===== src/design/wb_pkg.sv =====
`default_nettype none

package wb_pkg;

    typedef logic [31:0] word_t;        // bus data word
    typedef logic [23:0] flash_addr_t;  // byte address in flash
    typedef logic [3:0]  byte_sel_t;    // one bit per byte lane

    typedef struct packed {
        flash_addr_t adr;
        word_t       dat;
        byte_sel_t   sel;
        logic        we;
        logic        cyc;
    } wb_req_t;

    // configuration register layout
    localparam int CFG_EN_BIT  = 31;
    localparam int CFG_OE_LSB  = 8;
    localparam int CFG_CSB_BIT = 5;
    localparam int CFG_CLK_BIT = 4;
    localparam int CFG_DO_LSB  = 0;

endpackage

`default_nettype wire


===== src/design/spi_flash_pkg.sv =====
`default_nettype none

package spi_flash_pkg;

    typedef logic [7:0] byte_t;
    typedef logic [2:0] xfer_tag_t;     // 0 command, 1..4 data byte in word

    localparam int BYTE_BITS = 8;

    localparam byte_t CMD_RESET_CONT = 8'hFF;  // leave continuous mode
    localparam byte_t CMD_WAKE       = 8'hAB;  // release from power-down
    localparam byte_t CMD_READ       = 8'h03;  // single-bit read

    typedef struct packed {
        logic       csb;
        logic       sck;
        logic [3:0] oe;
        logic [3:0] dout;
    } spi_pins_t;

    typedef enum logic [3:0] {
        RESET_CMD,
        RESET_WAIT,
        WAKE_CMD,
        WAKE_WAIT,
        READ_CMD,
        ADDR_HI,
        ADDR_MID,
        ADDR_LO,
        DATA0,
        DATA1,
        DATA2,
        DATA3
    } seq_state_e;

endpackage

`default_nettype wire


===== src/design/spi_byte_shifter.sv =====
`default_nettype none

module spi_byte_shifter (
    input  logic                     clk,
    input  logic                     resetn,
    input  logic                     xfer_restart_i,
    input  logic                     din_valid_i,
    input  spi_flash_pkg::byte_t     din_data_i,
    input  spi_flash_pkg::xfer_tag_t din_tag_i,
    input  logic                     din_rd_i,
    input  logic                     miso_i,
    output logic                     din_ready_o,
    output logic                     dout_valid_o,
    output spi_flash_pkg::byte_t     dout_data_o,
    output spi_flash_pkg::xfer_tag_t dout_tag_o,
    output spi_flash_pkg::spi_pins_t pins_o
);

    spi_flash_pkg::byte_t     obuf;
    spi_flash_pkg::byte_t     ibuf;
    logic [3:0]               bit_cnt;     // bits still to sample
    spi_flash_pkg::xfer_tag_t tag_l;
    logic                     rd_l;
    logic                     csb_r;
    logic                     sck_r;

    logic byte_done;
    logic take;

    // last half bit, sck high with every bit sampled
    assign byte_done   = (bit_cnt == 4'd0) && sck_r;
    assign din_ready_o = din_valid_i && (bit_cnt == 4'd0) && !xfer_restart_i;
    assign take        = din_valid_i && din_ready_o;

    assign dout_data_o = ibuf;

    assign pins_o.csb  = csb_r;
    assign pins_o.sck  = sck_r;
    assign pins_o.oe   = {3'b000, !csb_r && !rd_l};  // io0 released in data phase
    assign pins_o.dout = {3'b000, obuf[7]};

    always_ff @(posedge clk) begin
        if (!resetn || xfer_restart_i) begin
            csb_r        <= 1'b1;
            sck_r        <= 1'b0;
            bit_cnt      <= 4'd0;
            tag_l        <= '0;
            rd_l         <= 1'b0;
            dout_valid_o <= 1'b0;
            dout_tag_o   <= '0;
        end else begin
            dout_valid_o <= byte_done;
            if (byte_done)
                dout_tag_o <= tag_l;
            if (bit_cnt != 4'd0 || sck_r) begin
                sck_r <= !sck_r;
                if (sck_r) begin
                    obuf <= {obuf[6:0], 1'b0};         // next bit out on falling sck
                end else begin
                    ibuf    <= {ibuf[6:0], miso_i};    // sample before rising sck
                    bit_cnt <= bit_cnt - 4'd1;
                end
            end
            if (take) begin
                csb_r   <= 1'b0;
                sck_r   <= 1'b0;
                bit_cnt <= 4'(spi_flash_pkg::BYTE_BITS);
                obuf    <= din_data_i;
                tag_l   <= din_tag_i;
                rd_l    <= din_rd_i;
            end
        end
    end

    // a byte in flight keeps the flash selected
    a_take_at_boundary: assert property (
        @(posedge clk) disable iff (!resetn)
        (bit_cnt != 4'd0) |-> (!csb_r && bit_cnt <= 4'(spi_flash_pkg::BYTE_BITS))
    );

endmodule

`default_nettype wire


===== src/design/spi_read_seq.sv =====
`default_nettype none

module spi_read_seq (
    input  logic                     clk,
    input  logic                     resetn,
    input  logic                     soft_reset_i,
    input  logic                     req_valid_i,
    input  wb_pkg::flash_addr_t      addr_i,
    input  logic                     din_ready_i,
    input  logic                     dout_valid_i,
    input  spi_flash_pkg::byte_t     dout_data_i,
    input  spi_flash_pkg::xfer_tag_t dout_tag_i,
    output logic                     ack_o,
    output wb_pkg::word_t            rdata_o,
    output logic                     din_valid_o,
    output spi_flash_pkg::byte_t     din_data_o,
    output spi_flash_pkg::xfer_tag_t din_tag_o,
    output logic                     din_rd_o,
    output logic                     xfer_restart_o
);

    spi_flash_pkg::seq_state_e state;

    logic [23:0]         buffer;     // first three bytes of the word
    wb_pkg::flash_addr_t rd_addr;
    logic                rd_valid;
    logic                rd_wait;    // prefetched word not yet requested
    logic                rd_inc;

    logic byte_in;
    logic jump;

    assign ack_o   = req_valid_i && (addr_i == rd_addr) && rd_valid;
    assign jump    = req_valid_i && !ack_o && rd_valid && (addr_i != rd_addr + 24'd4);
    assign byte_in = dout_valid_i && !xfer_restart_o;  // drop bytes from a cut stream

    always_ff @(posedge clk) begin
        xfer_restart_o <= 1'b0;
        din_valid_o    <= 1'b0;
        if (!resetn || soft_reset_i) begin
            state          <= spi_flash_pkg::RESET_CMD;
            xfer_restart_o <= 1'b1;
            rd_valid       <= 1'b0;
            rd_wait        <= 1'b0;
            rd_inc         <= 1'b0;
            din_data_o     <= spi_flash_pkg::CMD_RESET_CONT;
            din_tag_o      <= '0;
            din_rd_o       <= 1'b0;
        end else begin
            if (byte_in && dout_tag_i == 3'd1)
                buffer[7:0] <= dout_data_i;
            if (byte_in && dout_tag_i == 3'd2)
                buffer[15:8] <= dout_data_i;
            if (byte_in && dout_tag_i == 3'd3)
                buffer[23:16] <= dout_data_i;
            if (byte_in && dout_tag_i == 3'd4) begin
                rdata_o  <= {dout_data_i, buffer};
                rd_addr  <= rd_inc ? rd_addr + 24'd4 : rd_addr;
                rd_valid <= 1'b1;
                rd_wait  <= rd_inc;
                rd_inc   <= 1'b1;
            end
            if (req_valid_i)
                rd_wait <= 1'b0;

            case (state)
                spi_flash_pkg::RESET_CMD, spi_flash_pkg::WAKE_CMD,
                spi_flash_pkg::READ_CMD: begin
                    din_valid_o <= !din_ready_i;
                    din_tag_o   <= '0;
                    if (state == spi_flash_pkg::RESET_CMD)
                        din_data_o <= spi_flash_pkg::CMD_RESET_CONT;
                    else if (state == spi_flash_pkg::WAKE_CMD)
                        din_data_o <= spi_flash_pkg::CMD_WAKE;
                    else
                        din_data_o <= spi_flash_pkg::CMD_READ;
                    if (din_ready_i)
                        state <= spi_flash_pkg::seq_state_e'(state + 4'd1);
                end
                spi_flash_pkg::RESET_WAIT, spi_flash_pkg::WAKE_WAIT: begin
                    if (byte_in) begin
                        xfer_restart_o <= 1'b1;  // end the one-byte command
                        state <= spi_flash_pkg::seq_state_e'(state + 4'd1);
                    end
                end
                spi_flash_pkg::ADDR_HI: begin
                    if (req_valid_i && !ack_o) begin
                        din_valid_o <= !din_ready_i;
                        din_data_o  <= addr_i[23:16];
                        rd_addr     <= addr_i;
                        if (din_ready_i)
                            state <= spi_flash_pkg::ADDR_MID;
                    end
                end
                spi_flash_pkg::ADDR_MID: begin
                    din_valid_o <= !din_ready_i;
                    din_data_o  <= rd_addr[15:8];
                    if (din_ready_i)
                        state <= spi_flash_pkg::ADDR_LO;
                end
                spi_flash_pkg::ADDR_LO: begin
                    din_valid_o <= !din_ready_i;
                    din_data_o  <= rd_addr[7:0];
                    if (din_ready_i) begin
                        din_data_o <= '0;
                        din_rd_o   <= 1'b1;
                        state      <= spi_flash_pkg::DATA0;
                    end
                end
                spi_flash_pkg::DATA0, spi_flash_pkg::DATA1, spi_flash_pkg::DATA2: begin
                    din_valid_o <= !din_ready_i;
                    din_tag_o   <= 3'(state - spi_flash_pkg::DATA0) + 3'd1;
                    if (din_ready_i)
                        state <= spi_flash_pkg::seq_state_e'(state + 4'd1);
                end
                default: begin
                    // last byte waits until the master wants the buffered word
                    if (!rd_wait || req_valid_i) begin
                        din_valid_o <= !din_ready_i;
                        din_tag_o   <= 3'd4;
                        if (din_ready_i)
                            state <= spi_flash_pkg::DATA0;
                    end
                end
            endcase

            if (jump) begin
                rd_valid       <= 1'b0;
                rd_inc         <= 1'b0;
                din_rd_o       <= 1'b0;
                xfer_restart_o <= 1'b1;
                state          <= spi_flash_pkg::READ_CMD;
            end
        end
    end

    // a buffered word only exists once the wake-up is done
    a_ack_valid: assert property (
        @(posedge clk) disable iff (!resetn)
        rd_valid |-> (state >= spi_flash_pkg::READ_CMD)
    );

    a_tag_range: assert property (
        @(posedge clk) disable iff (!resetn)
        din_valid_o |-> (din_tag_o <= 3'd4)
    );

endmodule

`default_nettype wire


===== src/design/spi_bitbang_cfg.sv =====
`default_nettype none

module spi_bitbang_cfg (
    input  logic                     clk,
    input  logic                     resetn,
    input  wb_pkg::wb_req_t          wb_i,
    input  logic                     cfg_stb_i,
    input  spi_flash_pkg::spi_pins_t engine_pins_i,
    input  logic [3:0]               io_di_i,
    output logic                     cfg_ack_o,
    output wb_pkg::word_t            cfg_dat_o,
    output logic                     soft_reset_o,
    output spi_flash_pkg::spi_pins_t flash_pins_o,
    output logic [3:0]               io_oeb_o
);

    logic             cfg_en;
    logic             cfg_csb;
    logic             cfg_clk;
    logic [3:0]       cfg_oe;
    logic [3:0]       cfg_do;
    wb_pkg::byte_sel_t cfg_we;

    assign cfg_ack_o = wb_i.cyc && cfg_stb_i;  // zero wait states
    assign cfg_we    = (cfg_ack_o && wb_i.we) ? wb_i.sel : '0;

    always_ff @(posedge clk) begin
        soft_reset_o <= !cfg_en || (|cfg_we);
        if (!resetn) begin
            soft_reset_o <= 1'b1;
            cfg_en       <= 1'b1;
            cfg_csb      <= 1'b1;
            cfg_clk      <= 1'b0;
            cfg_oe       <= '0;
            cfg_do       <= '0;
        end else begin
            if (cfg_we[0]) begin
                cfg_csb <= wb_i.dat[wb_pkg::CFG_CSB_BIT];
                cfg_clk <= wb_i.dat[wb_pkg::CFG_CLK_BIT];
                cfg_do  <= wb_i.dat[wb_pkg::CFG_DO_LSB +: 4];
            end
            if (cfg_we[1])
                cfg_oe <= wb_i.dat[wb_pkg::CFG_OE_LSB +: 4];
            if (cfg_we[3])
                cfg_en <= wb_i.dat[wb_pkg::CFG_EN_BIT];
        end
    end

    assign flash_pins_o = cfg_en ? engine_pins_i : {cfg_csb, cfg_clk, cfg_oe, cfg_do};
    assign io_oeb_o     = !resetn ? 4'hF : ~flash_pins_o.oe;

    // readback shows the live pins
    always_comb begin
        cfg_dat_o = '0;
        cfg_dat_o[wb_pkg::CFG_EN_BIT]       = cfg_en;
        cfg_dat_o[wb_pkg::CFG_OE_LSB +: 4]  = ~io_oeb_o;
        cfg_dat_o[wb_pkg::CFG_CSB_BIT]      = flash_pins_o.csb;
        cfg_dat_o[wb_pkg::CFG_CLK_BIT]      = flash_pins_o.sck;
        cfg_dat_o[wb_pkg::CFG_DO_LSB +: 4]  = io_di_i;
    end

endmodule

`default_nettype wire


===== src/design/spi_flash_top.sv =====
`default_nettype none

module spi_flash_top (
    input  logic            clk,
    input  logic            resetn,
    input  wb_pkg::wb_req_t wb_i,
    input  logic            flash_stb_i,
    input  logic            cfg_stb_i,
    output logic            flash_ack_o,
    output logic            cfg_ack_o,
    output wb_pkg::word_t   flash_dat_o,
    output wb_pkg::word_t   cfg_dat_o,
    output logic            flash_csb_o,
    output logic            flash_clk_o,
    output logic [3:0]      flash_io_oeb_o,
    output logic [3:0]      flash_io_do_o,
    input  logic [3:0]      flash_io_di_i
);

    logic                     req_valid;
    logic                     soft_reset;
    logic                     din_valid;
    logic                     din_ready;
    spi_flash_pkg::byte_t     din_data;
    spi_flash_pkg::xfer_tag_t din_tag;
    logic                     din_rd;
    logic                     dout_valid;
    spi_flash_pkg::byte_t     dout_data;
    spi_flash_pkg::xfer_tag_t dout_tag;
    logic                     xfer_restart;
    spi_flash_pkg::spi_pins_t engine_pins;
    spi_flash_pkg::spi_pins_t flash_pins;

    assign req_valid     = wb_i.cyc && flash_stb_i;
    assign flash_csb_o   = flash_pins.csb;
    assign flash_clk_o   = flash_pins.sck;
    assign flash_io_do_o = flash_pins.dout;

    spi_read_seq u_seq (
        .clk            (clk),
        .resetn         (resetn),
        .soft_reset_i   (soft_reset),
        .req_valid_i    (req_valid),
        .addr_i         (wb_i.adr),
        .din_ready_i    (din_ready),
        .dout_valid_i   (dout_valid),
        .dout_data_i    (dout_data),
        .dout_tag_i     (dout_tag),
        .ack_o          (flash_ack_o),
        .rdata_o        (flash_dat_o),
        .din_valid_o    (din_valid),
        .din_data_o     (din_data),
        .din_tag_o      (din_tag),
        .din_rd_o       (din_rd),
        .xfer_restart_o (xfer_restart)
    );

    spi_byte_shifter u_shift (
        .clk            (clk),
        .resetn         (resetn),
        .xfer_restart_i (xfer_restart),
        .din_valid_i    (din_valid),
        .din_data_i     (din_data),
        .din_tag_i      (din_tag),
        .din_rd_i       (din_rd),
        .miso_i         (flash_io_di_i[1]),  // io1 carries read data
        .din_ready_o    (din_ready),
        .dout_valid_o   (dout_valid),
        .dout_data_o    (dout_data),
        .dout_tag_o     (dout_tag),
        .pins_o         (engine_pins)
    );

    spi_bitbang_cfg u_cfg (
        .clk            (clk),
        .resetn         (resetn),
        .wb_i           (wb_i),
        .cfg_stb_i      (cfg_stb_i),
        .engine_pins_i  (engine_pins),
        .io_di_i        (flash_io_di_i),
        .cfg_ack_o      (cfg_ack_o),
        .cfg_dat_o      (cfg_dat_o),
        .soft_reset_o   (soft_reset),
        .flash_pins_o   (flash_pins),
        .io_oeb_o       (flash_io_oeb_o)
    );

endmodule

`default_nettype wire


===== config.mk =====
export PLATFORM = sky130hd
export DESIGN_NAME = spi_flash_top
export DESIGN_NICKNAME = d
export VERILOG_FILES = /design/src/design/wb_pkg.sv /design/src/design/spi_flash_pkg.sv /design/src/design/spi_byte_shifter.sv /design/src/design/spi_read_seq.sv /design/src/design/spi_bitbang_cfg.sv /design/src/design/spi_flash_top.sv
export SDC_FILE = /design/constraint.sdc
export NUM_CORES = 1
export LEC_CHECK = 0
export ABC_CLOCK_PERIOD_IN_PS = 3400
export BUFFER_PORTS_ARGS = -buffer_cell sky130_fd_sc_hd__buf_2
export CAP_MARGIN = 20
export CORE_AREA = 2 2 118 120
export DETAILED_ROUTE_END_ITERATION = 10
export DIE_AREA = 0 0 120 122
export HOLD_SLACK_MARGIN = 0.15
export PLACE_DENSITY = 0.79
export SKIP_CTS_REPAIR_TIMING = 1
export SYNTH_ARGS = -nofsm -noshare
export SYNTH_HDL_FRONTEND = slang
export SYNTH_SLANG_ARGS = --single-unit

===== constraint.sdc =====
create_clock -name clk -period 3.4 [get_ports clk]
set_input_delay 0 -clock clk [delete_from_list [all_inputs] [get_ports clk]]
set_output_delay 0 -clock clk [all_outputs]
set_load 0.05 [all_outputs]

## Yosys cells after proc, flatten, opt, wreduce, memory -nomap -nowiden

Index checks and enable logic that the tools add are counted.

| operators by class | value |
|---|---|
| equal/unequal tests | 27 |
| bitwise logic cells | 6 |
| reduce and logical (&&, ||, !) cells | 64 |
| $add $sub $neg | 5 |
| multiplexer cells | 34 |

Operators with widths:

| cell | count |
|---|---|
| 2-to-1 mux 24 bit | 4 |
| 2-to-1 mux 8 bit | 7 |
| 2-to-1 mux 4 bit | 12 |
| case mux 8 bit (4 select lines) | 1 |
| adder 24 x 3 -> 24 bit (second input constant) | 1 |
| == test 24 bit | 1 |
| inequality test 24 bit | 1 |
| case mux 4 bit (5 select lines) | 1 |
| logical AND 1 bit | 18 |
| AND reduction 2 bit | 9 |
| == test 4 x 3 -> 1 bit (second input constant) | 4 |
| inequality test 3 x 1 -> 1 bit (second input constant) | 5 |
| == test 4 bit (second input constant) | 3 |
| AND reduction 6 bit | 2 |
| 2-to-1 mux 10 bit | 1 |
| inequality test 2 x 1 -> 1 bit (second input constant) | 5 |
| zero test 1 bit | 9 |
| case mux 3 bit (3 select lines) | 1 |
| == test 4 x 2 -> 1 bit (second input constant) | 2 |
| zero test 4 bit | 2 |
| inverter 4 bit | 2 |
| nonzero test 4 bit | 2 |
| OR reduction 2 bit | 4 |
| OR reduction 8 bit | 1 |
| 23 further kinds | 38 |

| word-level totals | value |
|---|---|
| word-level logic and storage cells | 166 |
| output and inout bits | 76 |
| bits in registers | 142 |
| input port bits | 70 |

## Logic depth before layout (Yosys ltp)

| depth | value |
|---|---|
| depth after elaboration | 9 |
| depth in mapped cells | 11 |
| gate-level depth less buffers | 9 |

## Modules after synthesis

From an unflattened synthesis, not the netlist that was laid out.

| second synthesis, totals | value |
|---|---|
| cell total of the unflattened synthesis | 714 |
| area total of the unflattened synthesis | 7,603.5 um2 |

Modules (own cells, without submodules):

| module | cells an instance | seq. area each (um2) | times used | area each (um2) |
|---|---|---|---|---|
| spi_read_seq | 506 | 2,802.7 | 1 | 5,416.4 |
| spi_byte_shifter | 103 | 760.7 | 1 | 1,278.7 |
| spi_bitbang_cfg | 104 | 240.2 | 1 | 902.1 |
| spi_flash_top | 1 | 0.0 | 1 | 6.3 |

## Worst setup path before layout

No wires, ideal clock.

| timing path | value |
|---|---|
| kind | flip-flop to flip-flop |
| start | register u_cfg.soft_reset_o |
| end | register u_seq.rdata_o[0], enable pin |
| setup time | 421 ps |
| period minus slack after synthesis | 2,670 ps |
| data arrival time | 2,249 ps |
| data required time | 2,979 ps |
| setup slack | 730 ps |
| cell stages (with the launch flop) | 5 |
| path buffers | 2 |
| cells stage by stage | dfxtp_1 -> nand2b_1 -> clkbuf_1 -> buf_1 -> nor2_1 |

| between the ends | value |
|---|---|
| longest elaborated chain between the ends | 3 |

RTL lines:

| what | line | RTL |
|---|---|---|
| start: declaration | spi_bitbang_cfg.sv:12 | `output logic soft_reset_o,` |
| start signal: assignment | spi_bitbang_cfg.sv:28 | `soft_reset_o <= !cfg_en \|\| (\|cfg_we);` |
| logical OR 1 bit | spi_read_seq.sv:40 | `if (!resetn \|\| soft_reset_i) begin` |
| inverter 1 bit (no line) | -- |  |
| AND reduction 2 bit (no line) | -- |  |
| end signal: assignment | spi_read_seq.sv:57 | `rdata_o <= {dout_data_i, buffer};` |
| end: declaration | spi_read_seq.sv:14 | `output wb_pkg::word_t rdata_o,` |

Every way passes these cells.
A chain may end at the register's enable or synchronous reset.

## Worst setup path after layout

| timing path | value |
|---|---|
| start | register u_seq.rd_addr[6] |
| end | register u_seq.din_data_o[3] |

| between the ends | value |
|---|---|
| longest elaborated chain between the ends | 7 |

RTL lines:

| what | line | RTL |
|---|---|---|
| start: declaration | spi_read_seq.sv:25 | `wb_pkg::flash_addr_t rd_addr;` |
| start signal: assignment | spi_read_seq.sv:58 | `rd_addr <= rd_inc ? rd_addr + 24'd4 : rd_addr;` |
| start signal: assignment | spi_read_seq.sv:90 | `rd_addr <= addr_i;` |
| == test 24 bit | spi_read_seq.sv:33 | `assign ack_o = req_valid_i && (addr_i == rd_addr) && rd_valid;` |
| logical AND 1 bit (2 in series) | spi_read_seq.sv:33 |  |
| zero test 1 bit | spi_read_seq.sv:87 | `if (req_valid_i && !ack_o) begin` |
| logical AND 1 bit | spi_read_seq.sv:87 |  |
| inequality test 2 x 1 -> 1 bit (no line) | -- |  |
| AND reduction 2 bit (no line) | -- |  |
| end signal: assignment | spi_read_seq.sv:89 | `din_data_o <= addr_i[23:16];` |
| end signal: assignment | spi_read_seq.sv:97 | `din_data_o <= rd_addr[15:8];` |
| end signal: assignment | spi_read_seq.sv:103 | `din_data_o <= rd_addr[7:0];` |
| end: declaration | spi_read_seq.sv:16 | `output spi_flash_pkg::byte_t din_data_o,` |

Every way passes these cells.

==> flow_summary.json <==
{
  "outcome": "finished, final reports clean",
  "ioPinCount": 146,
  "dpl.hpwl_um": 11700,
  "clockPowerShare_pct": 43.7,
  "yosysWarnings": 0,
  "rsz0062_at_grt": "false",
  "combPwrFrac_pct": 8.2,
  "fin_worst_skew_ns": 0.00970,
  "gp_congestion": 0.935,
  "vias": 5731,
  "post-route-drc-count": 0,
  "io_buffers": 97,
  "initial_core_util_pct": 53.5,
  "ant_nets": 0,
  "grt_pass1_wl_um": 25700,
  "synth_seq_cells": 142,
  "htreeDepth": 4,
  "synth_edf_count": 96,
  "maxCapViolCount": 0,
  "grt_max_degree": 45,
  "p_seq_share_pct": 48.0,
  "fin_crit_ns": 2.84,
  "internal-power_w": 0.00293,
  "synthFlopType": "edfxtp_1",
  "async_flop_share_pct": 0,
  "cp_max_fo": 16,
  "finalHoldViolCount": 0,
  "met1_usage_pct": 28.2,
  "total_power_w": 0.00391,
  "ir_drop_mv": 0.286,
  "worst_pin_slew_ns": 0.894,
  "clk_pin_slew_ns": 0.06,
  "antenna_found_initial": 0,
  "hold_class": "in -> reg",
  "drive_above_1_share_pct": 21.2,
  "cp.required_ns": 3.72,
  "endpoint_kind": "register",
  "drt_iter0_markers": 486,
  "slew_viol_final": 0,
  "cts.sinks": 142,
  "wl_per_cell_um": 17.4,
  "overflow": 0,
  "routed_via_density": 5.64,
  "grt_use_total_pct": 22.6,
  "crit_arrival_ns": 3.15,
  "layout.nets": 900,
  "placed_area_um2": 7680,
  "fillCellCount": 1029,
  "synth.cell_area_um2": 7220,
  "grtUsageMet2_pct": 37.5,
  "clock_path_buffers": 2,
  "setup_viol": 0,
  "fp.dieH_um": 122,
  "synthDistinctLibCells": 76,
  "critical_path_class": "reg -> reg",
  "setup_tns_ns": 0,
  "core_area_um2": 13500,
  "grt_pass1_vias": 5064,
  "cts_inserted_buffers": 17,
  "power.share.switching_pct": 25.0,
  "max_freq_mhz": 353,
  "syn-instance-count": 684,
  "die_w_um": 120,
  "firstDrtPassIters": 5,
  "globalRoute.busiestLayer": "met2",
  "clockRootBuffer": "clkbuf_16",
  "slew_headroom_pct": 40.4,
  "syn_area_per_cell_um2": 10.6,
  "rows": 43,
  "p_switching_w": 0.000979,
  "final_area_um2": 8840,
  "power.density_nw_per_um2": 443,
  "met3_usage_pct": 5.95,
  "die-area_um2": 14600,
  "area_growth_syn_to_layout_pct": 22.4,
  "wl_um": 17600,
  "cts_tree": "done",
  "p_leak_nw": 3.16,
  "min_period_over_period_pct": 83.4,
  "synth_seq_area_share_pct": 52.7,
  "cp-start-kind": "register",
  "clock_latency_ns": 0.43,
  "diodes": 0
}
cell families after synthesis:
group	count (synthesis)	synth area share, %
simple gates	252	18.0
mux	12	1.85
xor+xnor	53	6.43
compound gates	135	13.4
other cells	1	0.0519
buf+inv	81	6.24
fa+ha+maj	8	1.35
flops	142	52.7
state kept, by name (all words and copies together), names as in the netlist, 3 cells and up:
| register | cells |
|---|---|
| u_seq.buffer | 24 |
| u_seq.rd_addr | 24 |
| u_seq.rdata_o | 32 |
| u_cfg.cfg_do | 4 |
| u_shift.dout_tag_o | 3 |
| u_seq.state | 4 |
| u_shift.bit_cnt | 4 |
| u_seq.din_tag_o | 3 |
| u_cfg.cfg_oe | 4 |
| u_shift.tag_l | 3 |
| u_shift.obuf | 8 |
| u_seq.din_data_o | 8 |
| u_shift.dout_data_o | 8 |
final timing paths:
kind	start	endpoint	slack (ns)	cells after the start
max	u_seq.rd_addr[6]$_DFFE_PP_	u_seq.din_data_o[3]$_SDFFE_PN1P_	0.56	7
min	wb_i[0]	u_seq.state[2]$_SDFFE_PN0P_	0.21	5
max reg2reg	u_seq.rd_addr[6]$_DFFE_PP_	u_seq.din_data_o[3]$_SDFFE_PN1P_	0.56	7
min reg2reg	u_seq.buffer[9]$_DFFE_PP_	u_seq.rdata_o[9]$_DFFE_PP_	0.41	0
critical path, cell delays in order (launching register included):
cell and delay [ns]:
edfxtp_1 0.53, xor2_1 0.26, nor4_1 0.38, nand4_1 0.28, o21ba_2 0.35, o21ai_2 0.51, a31oi_1 0.10, a211o_1 0.30
power groups by stage:
| stage | clock (W) | combinational [W] | sequential [W] |
|---|---|---|---|
| floorplan | 0 | 0.000229 | 0.00190 |
| detailed placement | 0 | 0.000260 | 0.00191 |
| finish | 0.00171 | 0.000322 | 0.00188 |
| global placement | 0 | 0.000256 | 0.00191 |
| global route | 0.00181 | 0.000345 | 0.00188 |
| CTS | 0.00174 | 0.000262 | 0.00188 |
synth_stat cells, types with 2 or more instances:
| master | number | area [um^2] |
|---|---|---|
| o21ai_1 | 25 | 125 |
| nand4_1 | 6 | 37.5 |
| nand2_1 | 93 | 349 |
| and3_1 | 13 | 81.3 |
| o22ai_1 | 3 | 18.8 |
| a221oi_1 | 4 | 35.0 |
| nor2_2 | 3 | 18.8 |
| nor4_1 | 7 | 43.8 |
| a22oi_1 | 10 | 75.1 |
| o21ba_2 | 2 | 20.0 |
| inv_1 | 16 | 60.1 |
| nand4b_1 | 2 | 17.5 |
| nand4bb_1 | 2 | 22.5 |
| and4_1 | 4 | 35.0 |
| edfxtp_1 | 96 | 2880 |
| nor2_1 | 38 | 143 |
| a211o_1 | 7 | 61.3 |
| nor3_1 | 13 | 65.1 |
| buf_4 | 33 | 248 |
| nor2b_1 | 10 | 62.6 |
| nand3_1 | 27 | 135 |
| o21a_1 | 4 | 30.0 |
| nand2b_1 | 6 | 37.5 |
| ha_1 | 7 | 87.6 |
| or2_2 | 2 | 12.5 |
| o21ai_0 | 6 | 30.0 |
| mux2_2 | 11 | 124 |
| a21oi_1 | 23 | 115 |
| clkbuf_1 | 18 | 67.6 |
| nor3_2 | 6 | 60.1 |
| a21boi_0 | 11 | 82.6 |
| xor2_1 | 34 | 298 |
| and2_1 | 6 | 37.5 |
| o211ai_1 | 4 | 30.0 |
| a31o_2 | 2 | 17.5 |
| xnor2_1 | 19 | 166 |
| buf_2 | 12 | 60.1 |
| a31oi_1 | 11 | 68.8 |
| a2bb2oi_1 | 3 | 26.3 |
| dfxtp_1 | 46 | 921 |
| nor3b_1 | 3 | 22.5 |
| a2111oi_4 | 2 | 55.1 |
layer usage:
metal,wire (um),share of wire [%]
met4,416,2.4
met3,1030,5.8
met2,9040,51
met1,7160,41
met5,0,0
cell usage in the layout (no fill, tap or decap), drive strengths merged, types with 10 or more instances in the layout:
master       netlist  routed
a21boi            11      11
a21oi             23      23
a22oi             10      10
a31oi             11      11
and3              14      14
buf               47     104
clkbuf            18      19
conb               1      21
dfxtp             46      46
dlygate4sd3        0      61
edfxtp            96      96
inv               16      21
mux2              11      11
nand2             94      94
nand3             27      27
nor2              41      41
nor2b             10      10
nor3              19      19
o21ai             32      32
xnor2             19      19
xor2              34      34
final cells by class:
type	instances	area, um^2	share of cell area [%]
well taps	180	225	2.55
flip-flops and latches	142	3800	43.0
clock inverters	13	105	1.19
clock buffers	19	443	5.01
repair buffers	165	1150	13.0
inverters	16	60.1	0.680
multi-input cells	481	3050	34.5
through the flow:
| stage | setup WS (ns) | std cells | hold slack (ns) | util [%] |
|---|---|---|---|---|
| 6_report | 0.565 | 1016 | 0.205 | 65.4 |
| 5_1_grt | 0.364 | 1016 | 0.247 | 65.4 |
| 4_1_cts | 0.622 | 955 | -0.239 | 60.9 |
| 3_5_place_dp | 0.663 | 923 | 0.000370 | 56.9 |
| 3_3_place_gp | 0.745 | 923 | 0.000370 | 56.9 |
| 2_1_floorplan | 0.730 | 704 | 0.0989 | - |
Note: power is estimated with default switching activity, not from simulation.
